<file path="src/design/board_pkg.sv">
package board_pkg;

    // Grid geometry
    localparam int GRID_SIZE   = 28;   // Cells per side
    localparam int CELL_PIXELS = 4;    // Screen pixels per cell side
    localparam int GRID_X0     = 10;
    localparam int GRID_Y0     = 10;
    localparam int CELL_COUNT  = GRID_SIZE * GRID_SIZE;

    // Frame buffer size
    localparam int SCREEN_W = 160;
    localparam int SCREEN_H = 120;

    // Cursor start and clear position
    localparam int CURSOR_HOME = 14;

    // 3-bit RGB pixel colours
    localparam logic [2:0] COLOUR_EMPTY          = 3'b111;  // White
    localparam logic [2:0] COLOUR_PAINTED        = 3'b000;  // Black
    localparam logic [2:0] COLOUR_CURSOR_EMPTY   = 3'b100;  // Red
    localparam logic [2:0] COLOUR_CURSOR_PAINTED = 3'b001;  // Blue

    // Row times GRID_SIZE plus column
    typedef logic [9:0] cell_addr_t;

    // Grid coordinate, 0 to 27
    typedef logic [4:0] coord_t;

endpackage

</file>
<file path="src/design/paint_if.sv">
`timescale 1ns/1ps

interface paint_if;
    import board_pkg::*;

    coord_t cursor_x;
    coord_t cursor_y;
    logic   paint;   // Set the cell under the cursor
    logic   clear;   // Level, empties the whole board

    modport source (output cursor_x, output cursor_y, output paint, output clear);

    modport store (input cursor_x, input cursor_y, input paint, input clear);

    // Display side only needs the position
    modport view (input cursor_x, input cursor_y);

endinterface

</file>
<file path="src/design/cursor_control.sv">
`timescale 1ns/1ps

module cursor_control #(
    parameter int unsigned move_hold = 100000
) (
    input  logic       CLOCK_50,
    input  logic       rst_n,
    input  logic [3:0] key,       // Active low
    input  logic [9:0] sw,
    paint_if.source    pif
);
    import board_pkg::*;

    logic [3:0]  key_prev;
    logic [3:0]  press;
    logic [31:0] hold_cnt;
    logic        ready;
    logic        move_ok;
    coord_t      next_x;
    coord_t      next_y;

    // Falling edge on an active-low key
    assign press = ~key & key_prev;

    assign ready   = (hold_cnt == 32'd0) && sw[9];
    assign move_ok = ready && (|press);

    // Painting uses the position held before any move this cycle
    assign pif.paint = ready && sw[1] && !pif.clear;

    // All pressed keys apply, each clamped at the grid edge
    always_comb begin
        next_x = pif.cursor_x;
        next_y = pif.cursor_y;
        if (press[3] && next_x < coord_t'(GRID_SIZE - 1)) begin
            next_x = next_x + 5'd1;   // Right
        end
        if (press[2] && next_x > 5'd0) begin
            next_x = next_x - 5'd1;   // Left
        end
        if (press[1] && next_y > 5'd0) begin
            next_y = next_y - 5'd1;   // Up
        end
        if (press[0] && next_y < coord_t'(GRID_SIZE - 1)) begin
            next_y = next_y + 5'd1;   // Down
        end
    end

    always_ff @(posedge CLOCK_50) begin
        if (!rst_n) begin
            key_prev     <= 4'hf;
            hold_cnt     <= 32'd0;
            pif.cursor_x <= coord_t'(CURSOR_HOME);
            pif.cursor_y <= coord_t'(CURSOR_HOME);
            pif.clear    <= 1'b0;
        end else begin
            key_prev  <= key;
            pif.clear <= ~sw[9];
            if (!sw[9]) begin
                // Board clear sends the cursor home
                pif.cursor_x <= coord_t'(CURSOR_HOME);
                pif.cursor_y <= coord_t'(CURSOR_HOME);
                hold_cnt     <= 32'd0;
            end else if (move_ok) begin
                pif.cursor_x <= next_x;
                pif.cursor_y <= next_y;
                hold_cnt     <= move_hold;
            end else if (hold_cnt != 32'd0) begin
                hold_cnt <= hold_cnt - 32'd1;   // Presses dropped meanwhile
            end
        end
    end

    a_cursor_in_grid : assert property (
        @(posedge CLOCK_50) disable iff (!rst_n)
        (pif.cursor_x < coord_t'(GRID_SIZE)) && (pif.cursor_y < coord_t'(GRID_SIZE))
    ) else $error("cursor outside the grid");

    // Store must never see a write during a clear
    a_no_paint_in_clear : assert property (
        @(posedge CLOCK_50) disable iff (!rst_n)
        !(pif.paint && pif.clear)
    ) else $error("paint asserted while clear is high");

endmodule

</file>
<file path="src/design/cell_store.sv">
`timescale 1ns/1ps

module cell_store (
    input  logic                CLOCK_50,
    input  logic                rst_n,
    paint_if.store              pif,
    input  board_pkg::cell_addr_t rd_addr,
    output logic                rd_cell
);
    import board_pkg::*;

    logic [CELL_COUNT-1:0] cells;   // One bit per grid cell, set means painted
    cell_addr_t            wr_addr;

    assign wr_addr = cell_addr_t'(pif.cursor_y) * cell_addr_t'(GRID_SIZE)
                   + cell_addr_t'(pif.cursor_x);

    always_ff @(posedge CLOCK_50) begin
        if (!rst_n || pif.clear) begin
            cells <= '0;
        end else if (pif.paint) begin
            cells[wr_addr] <= 1'b1;
        end
    end

    // Registered read, one cycle latency
    always_ff @(posedge CLOCK_50) begin
        if (rd_addr < cell_addr_t'(CELL_COUNT)) begin
            rd_cell <= cells[rd_addr];
        end else begin
            rd_cell <= 1'b0;
        end
    end

    // Renderer reads every cycle and parks on cell 0 outside the grid
    a_rd_addr_range : assert property (
        @(posedge CLOCK_50) disable iff (!rst_n)
        rd_addr < cell_addr_t'(CELL_COUNT)
    ) else $error("read address beyond the cell array");

endmodule

</file>
<file path="src/design/grid_renderer.sv">
`timescale 1ns/1ps

module grid_renderer (
    input  logic                  CLOCK_50,
    input  logic                  rst_n,
    paint_if.view                 pif,
    output board_pkg::cell_addr_t rd_addr,
    input  logic                  rd_cell,
    output logic [7:0]            pix_x,
    output logic [6:0]            pix_y,
    output logic [2:0]            colour,
    output logic                  plot
);
    import board_pkg::*;

    logic [7:0] scan_x;
    logic [6:0] scan_y;
    logic [7:0] off_x;
    logic [6:0] off_y;
    coord_t     col;
    coord_t     row;
    logic       in_grid;
    logic       on_cursor;

    // Stage one registers
    logic [7:0] s1_x;
    logic [6:0] s1_y;
    logic       s1_in_grid;
    logic       s1_cursor;
    logic       s1_valid;
    logic [2:0] next_colour;

    // Free-running raster, no gap between frames
    always_ff @(posedge CLOCK_50) begin
        if (!rst_n) begin
            scan_x <= 8'd0;
            scan_y <= 7'd0;
        end else if (scan_x == 8'(SCREEN_W - 1)) begin
            scan_x <= 8'd0;
            if (scan_y == 7'(SCREEN_H - 1)) begin
                scan_y <= 7'd0;
            end else begin
                scan_y <= scan_y + 7'd1;
            end
        end else begin
            scan_x <= scan_x + 8'd1;
        end
    end

    // Grid spans 10 up to but excluding 122 on both axes
    assign in_grid = (scan_x >= 8'(GRID_X0))
                  && (scan_x <  8'(GRID_X0 + GRID_SIZE * CELL_PIXELS))
                  && (scan_y >= 7'(GRID_Y0))
                  && (scan_y <  7'(GRID_Y0 + GRID_SIZE * CELL_PIXELS));

    assign off_x = scan_x - 8'(GRID_X0);
    assign off_y = scan_y - 7'(GRID_Y0);
    assign col   = coord_t'(off_x / 8'(CELL_PIXELS));
    assign row   = coord_t'(off_y / 7'(CELL_PIXELS));

    assign on_cursor = (col == pif.cursor_x) && (row == pif.cursor_y);

    assign rd_addr = in_grid ? cell_addr_t'(row) * cell_addr_t'(GRID_SIZE) + cell_addr_t'(col)
                             : '0;

    always_ff @(posedge CLOCK_50) begin
        if (!rst_n) begin
            s1_valid <= 1'b0;
        end else begin
            s1_valid <= 1'b1;
        end
    end

    always_ff @(posedge CLOCK_50) begin
        s1_x       <= scan_x;
        s1_y       <= scan_y;
        s1_in_grid <= in_grid;
        s1_cursor  <= in_grid && on_cursor;
    end

    // rd_cell lines up with stage one here
    always_comb begin
        if (!s1_in_grid) begin
            next_colour = COLOUR_EMPTY;
        end else if (s1_cursor) begin
            next_colour = rd_cell ? COLOUR_CURSOR_PAINTED : COLOUR_CURSOR_EMPTY;
        end else begin
            next_colour = rd_cell ? COLOUR_PAINTED : COLOUR_EMPTY;
        end
    end

    always_ff @(posedge CLOCK_50) begin
        if (!rst_n) begin
            plot <= 1'b0;
        end else begin
            plot <= s1_valid;
        end
    end

    always_ff @(posedge CLOCK_50) begin
        pix_x  <= s1_x;
        pix_y  <= s1_y;
        colour <= next_colour;
    end

endmodule

</file>
<file path="src/design/cursor_readout.sv">
`timescale 1ns/1ps

module cursor_readout (
    paint_if.view      pif,
    output logic [6:0] hex3,
    output logic [6:0] hex2,
    output logic [6:0] hex1,
    output logic [6:0] hex0
);
    import board_pkg::*;

    logic [7:0] x_bcd;   // Tens in the upper nibble
    logic [7:0] y_bcd;

    // Coordinate never exceeds 27, so two subtractions suffice
    function automatic logic [7:0] to_bcd(input coord_t v);
        logic [3:0] tens;
        logic [4:0] rest;
        tens = 4'd0;
        rest = v;
        if (rest >= 5'd20) begin
            tens = 4'd2;
            rest = rest - 5'd20;
        end else if (rest >= 5'd10) begin
            tens = 4'd1;
            rest = rest - 5'd10;
        end
        return {tens, rest[3:0]};
    endfunction

    // Segments gfedcba, low lights the segment
    function automatic logic [6:0] seg7(input logic [3:0] digit);
        case (digit)
            4'd0:    return 7'b1000000;
            4'd1:    return 7'b1111001;
            4'd2:    return 7'b0100100;
            4'd3:    return 7'b0110000;
            4'd4:    return 7'b0011001;
            4'd5:    return 7'b0010010;
            4'd6:    return 7'b0000010;
            4'd7:    return 7'b1111000;
            4'd8:    return 7'b0000000;
            4'd9:    return 7'b0010000;
            default: return 7'b1111111;   // Blank
        endcase
    endfunction

    assign x_bcd = to_bcd(pif.cursor_x);
    assign y_bcd = to_bcd(pif.cursor_y);

    assign hex3 = seg7(x_bcd[7:4]);
    assign hex2 = seg7(x_bcd[3:0]);
    assign hex1 = seg7(y_bcd[7:4]);
    assign hex0 = seg7(y_bcd[3:0]);

endmodule

</file>
<file path="src/design/drawing_board.sv">
`timescale 1ns/1ps

module drawing_board #(
    parameter int unsigned move_hold = 100000   // Cycles of key lockout after a move
) (
    input  logic       CLOCK_50,
    input  logic       rst_n,
    input  logic [9:0] sw,
    input  logic [3:0] key,
    output logic [7:0] pix_x,
    output logic [6:0] pix_y,
    output logic [2:0] colour,
    output logic       plot,
    output logic [6:0] hex3,
    output logic [6:0] hex2,
    output logic [6:0] hex1,
    output logic [6:0] hex0
);
    import board_pkg::*;

    cell_addr_t rd_addr;
    logic       rd_cell;

    paint_if pif ();

    cursor_control #(
        .move_hold (move_hold)
    ) u_cursor_control (
        .CLOCK_50 (CLOCK_50),
        .rst_n    (rst_n),
        .key      (key),
        .sw       (sw),
        .pif      (pif.source)
    );

    cell_store u_cell_store (
        .CLOCK_50 (CLOCK_50),
        .rst_n    (rst_n),
        .pif      (pif.store),
        .rd_addr  (rd_addr),
        .rd_cell  (rd_cell)
    );

    grid_renderer u_grid_renderer (
        .CLOCK_50 (CLOCK_50),
        .rst_n    (rst_n),
        .pif      (pif.view),
        .rd_addr  (rd_addr),
        .rd_cell  (rd_cell),
        .pix_x    (pix_x),
        .pix_y    (pix_y),
        .colour   (colour),
        .plot     (plot)
    );

    cursor_readout u_cursor_readout (
        .pif  (pif.view),
        .hex3 (hex3),
        .hex2 (hex2),
        .hex1 (hex1),
        .hex0 (hex0)
    );

endmodule

</file>
<file path="config.mk">
export PLATFORM = sky130hd
export DESIGN_NAME = drawing_board
export DESIGN_NICKNAME = d
export VERILOG_FILES = /design/src/design/board_pkg.sv /design/src/design/paint_if.sv /design/src/design/cursor_control.sv /design/src/design/cell_store.sv /design/src/design/grid_renderer.sv /design/src/design/cursor_readout.sv /design/src/design/drawing_board.sv
export SDC_FILE = /design/constraint.sdc
export NUM_CORES = 2
export LEC_CHECK = 0
export BUFFER_PORTS_ARGS = -buffer_cell sky130_fd_sc_hd__clkbuf_2
export CORE_MARGIN = 3
export CORE_UTILIZATION = 35
export DETAILED_ROUTE_END_ITERATION = 7
export GPL_TIMING_DRIVEN = 1
export PLACE_DENSITY = 0.56
export RECOVER_POWER = 25
export SKIP_LAST_GASP = 1
export SLEW_MARGIN = 30
export SYNTH_ARGS = -nofsm -noshare
export SYNTH_HDL_FRONTEND = slang
export SYNTH_SLANG_ARGS = --single-unit
</file>
<file path="constraint.sdc">
create_clock -name CLOCK_50 -period 4.28 [get_ports CLOCK_50]
set_input_delay 1.07 -clock CLOCK_50 [delete_from_list [all_inputs] [get_ports CLOCK_50]]
set_output_delay 1.07 -clock CLOCK_50 [all_outputs]
set_load 0.005 [all_outputs]
</file>
==> run_results.csv <==
group,metric,value,unit
outcome,run_status,"finished clean",
clock_network,ctsHtreeMaxLevel,3,
setup_path,rr_endpoint,"u_cell_store.rd_cell",
finish,nets,4322,
clock_network,cts_root_buf,"clkbuf_16",
setup_path,crit_type,"flip-flop to flip-flop",
setup_path,ff2ff_path_depth,19,
route,finalWirelength,128000,um
finish,area_delta_synth_final,17.5,%
floorplanning,core_area,104000,um2
floorplanning,ios,63,
route,first_pass_iters,6,
synth,syn_avg_cell_area,8.89,um2
setup_path,worst-path-max-fanout,5,
place,place_ws,-0.127,ns
clock_network,clk_path_buf_depth,3,
synth,synth_cells,4170,
floorplanning,num_rows,118,
place,port_buffers,52,
power,ir_worst_vdd,0.000677,V
timing,fin_skew,0.0202,ns
setup_path,r2r_slack,0.07,ns
hold_path,hold_start,"u_grid_renderer.s1_x[5]",
synth,synth.top_cell.area_share,47.7,%
synth,yosysUniqueCellTypes,82,
power,intPower,15.0,mW
global_routing,antenna_found_initial,2,
power,p_seq_share,38.8,%
power,power_frac_clock,39.7,%
synth,ys_seq_elements,884,
power,p_per_area,504,nW/um2
global_routing,grt_max_degree,154,
synth,netlist_area,37100,um2
floorplanning,die_height,331,um
clock_network,clk_pin_slew,0.06,ns
synth,async_reset_ff_share,0,%
synth,synth-edff-count,0,
finish,fillers,10300,
synth,yosysMostFrequentCell,"nor2_1",
global_routing,grt_overflow,0,
power,p_leak,15.5,nW
synth,yosys_warnings,0,
clock_network,hold_buffers,0,
synth,synth-simple-area-share,15.3,%
hold_path,holdPathStages,0,
route,wl_per_cell,22.6,um
clock_network,worstSkewPairLatency,0.68,ns
synth,synth_mux_area_share,8.87,%
setup_path,end_kind,"flip-flop",
synth,synth_compound_area_share,18.4,%
timing,period_minus_slack,4.21,ns
timing,rsz0062_at_grt,"true",
timing,timing.final.ws_setup,0.0655,ns
synth,synth_top_family_by_area,"compound AO/OA/AOI/OAI gates",
timing,fmax,237,MHz
run,drv_cap,0,
synth,synth_area_leader_cell,"dfxtp_1",
clock_network,cts_buffers,95,
setup_path,r2r_start,"u_grid_renderer.scan_y[2]",
clock_network,cts.sinks,884,
route,drc,0,
timing,worst_slew_pin_slew,1.19,ns
route,via_per_inst,5.56,
setup_path,start_kind,"flip-flop",
place,dp.cells,5502,
floorplanning,initial_utilization,35.5,%
global_routing,grt_pass1_vias,29400,
hold_path,whs_endpoint,"u_grid_renderer.pix_x[5]",
timing,setup_viol_count_final,0,
floorplanning,die_area,110000,um2
place,dp_hpwl,80400,um
power,switchingPower,6.91,mW
power,swShare,31.5,%
synth,synth_common_cells,"922 x nor2_1, 887 x a21oi_1, 884 x dfxtp_1, 210 x clkbuf_1, 137 x nand2_1",
power,power,22.0,mW
route,drtIter0Drc,3710,
place,gp_congestion,0.924,
timing,slew_headroom,19.5,%
timing,final_hold_viol_count,0,
synth,ys_seq_area_share,47.7,%
setup_path,cp.required,4.85,ns
power,p_comb_share,21.6,%
hold_path,hp-class,"flip-flop to flip-flop",
synth,yosys-top-cells-area,"dfxtp_1 48%, a21oi_1 12%, nor2_1 9.3%, mux4_2 5.6%, ha_1 2.2%",
setup_path,arrival,4.78,ns
clock_network,cts_tree,"done",
floorplanning,die_x,331,um
timing,slew_violations,0,
synth,synthFlopType,"dfxtp_1",
route,ant_nets,0,
global_routing,grt_pass1_wl,192000,um
finish,diodes,0,
route,routed-via-count,31600,
finish,layout-drive-gt1-share,16.7,%
global_routing,track_usage,22.5,%
synth,synth_adder_area_share,2.68,%
timing,min_period_over_period,98.5,%
synth,yosys.area_share.xor_xnor,2.27,%
finish,final-instance-count-excl-fill,5691,
routing by layer:
metal | routed length [um] | vias up | global-route usage (%)
met5 | 10 | - | 0
met4 | 4790 | 2 | 8.04
met3 | 9900 | 263 | 3.82
met2 | 56900 | 1322 | 34.7
met1 | 56900 | 15400 | 31.6
li1 | - | 14600 | -
worst max-delay path by stage:
| stage | to | slack [ns] | from |
|---|---|---|---|
| 3_3_place_gp | u_cell_store.rd_cell | -0.12 | u_grid_renderer.scan_y[1] |
| 4_1_cts | hex0[3] | -0.005 | u_cursor_control.pif.cursor_y[3] |
| 2_1_floorplan | u_cell_store.rd_cell | 0.03 | u_grid_renderer.scan_y[2] |
| 3_5_place_dp | u_cell_store.rd_cell | -0.13 | u_grid_renderer.scan_y[1] |
| 6_report | u_cell_store.rd_cell | 0.07 | u_grid_renderer.scan_y[2] |
| 5_1_grt | hex0[4] | -0.09 | u_cursor_control.pif.cursor_y[2] |
critical path, cell delays in order, from the launching register on:
cell      delay [ns]
dfxtp_2         0.33
inv_1           0.05
ha_2            0.19
xnor2_2         0.15
buf_4           0.15
fa_1            0.51
ha_2            0.19
inv_1           0.06
fa_2            0.34
nand2b_1        0.16
a21oi_2         0.13
xor2_1          0.17
buf_4           0.16
nand3_2         0.10
xnor2_2         0.16
nand2_2         0.15
nor3_1          0.10
a32o_1          0.21
or4b_1          0.56
o211a_1         0.24
layout by cell type, fill, tap and decap left out, types with 40 or more instances in the layout:
master     netlist  final
xnor2_1         66     58
a21oi_1        887    883
ha_1            65     59
nand2_1        137    133
mux2_2          43     43
mux2i_1         73     73
buf_12           0     41
o22ai_1         44     44
clkbuf_16        0     95
inv_1           45     40
buf_4           55    198
nand3_1         47     46
mux4_2          92     92
dfxtp_1        884    878
nor2_1         922    895
clkbuf_2         0     42
o21ai_0         65     65
area by class of cell:
type / count / area [um2] / area share [%]
tap: 1380 / 1730 / 3.96
sequential: 884 / 17700 / 40.6
inverter: 47 / 185 / 0.425
timing repair buffer: 306 / 2640 / 6.07
clock inverter: 49 / 647 / 1.48
clock buffer: 127 / 2670 / 6.12
multi-input combinational: 2898 / 18000 / 41.3
power groups by stage:
stage | sequential, mW | combinational [mW] | clock, mW
after floorplan | 8.67 | 3.18 | 0
after global placement | 8.68 | 4.60 | 0
after detailed placement | 8.69 | 4.62 | 0
after CTS | 8.51 | 4.67 | 8.84
after global routing | 8.53 | 5.17 | 9.19
final | 8.51 | 4.74 | 8.71
stage by stage:
step                setup TNS, ns  util [%]  hold WS [ns]  cell area [um2]
global route                -1.01      41.7         0.327            43600
detailed placement         -0.127      38.3         0.312            40000
finish                          0      41.7         0.325            43600
CTS                      -0.00453      41.6         0.326            43400
floorplan                       0         -         0.310            37100
global placement           -0.118      38.3         0.311            40000
flip-flops by register name (all words and copies together) (netlist names), 3 cells and up:
| name | flops |
|---|---|
| u_grid_renderer.colour | 3 |
| u_grid_renderer.s1_y | 7 |
| u_cursor_control.pif.cursor_x | 5 |
| u_cursor_control.pif.cursor_y | 5 |
| u_grid_renderer.s1_x | 8 |
| u_grid_renderer.pix_y | 7 |
| u_grid_renderer.pix_x | 8 |
| u_cursor_control.hold_cnt | 32 |
| u_cursor_control.key_prev | 4 |
| u_grid_renderer.scan_y | 7 |
| u_cell_store.cells | 784 |
| u_grid_renderer.scan_x | 8 |
cell families after synthesis:
logic type / Yosys count
multiplexers: 208
XOR/XNOR: 96
buffers and inverters: 389
AO/OA/AOI/OAI: 1214
other: 1
adder cells (fa/ha/maj): 74
flip-flops: 884
AND/OR/NAND/NOR: 1304
repair_timing:
| item | CTS | global route |
|---|---|---|
| setup endpoints to repair | 11 | 406 |
| pin swaps | 1 | 8 |
| gates resized for setup | 17 | 41 |
| setup buffers | 0 | 13 |
Note: power is estimated with default switching activity, not from simulation.
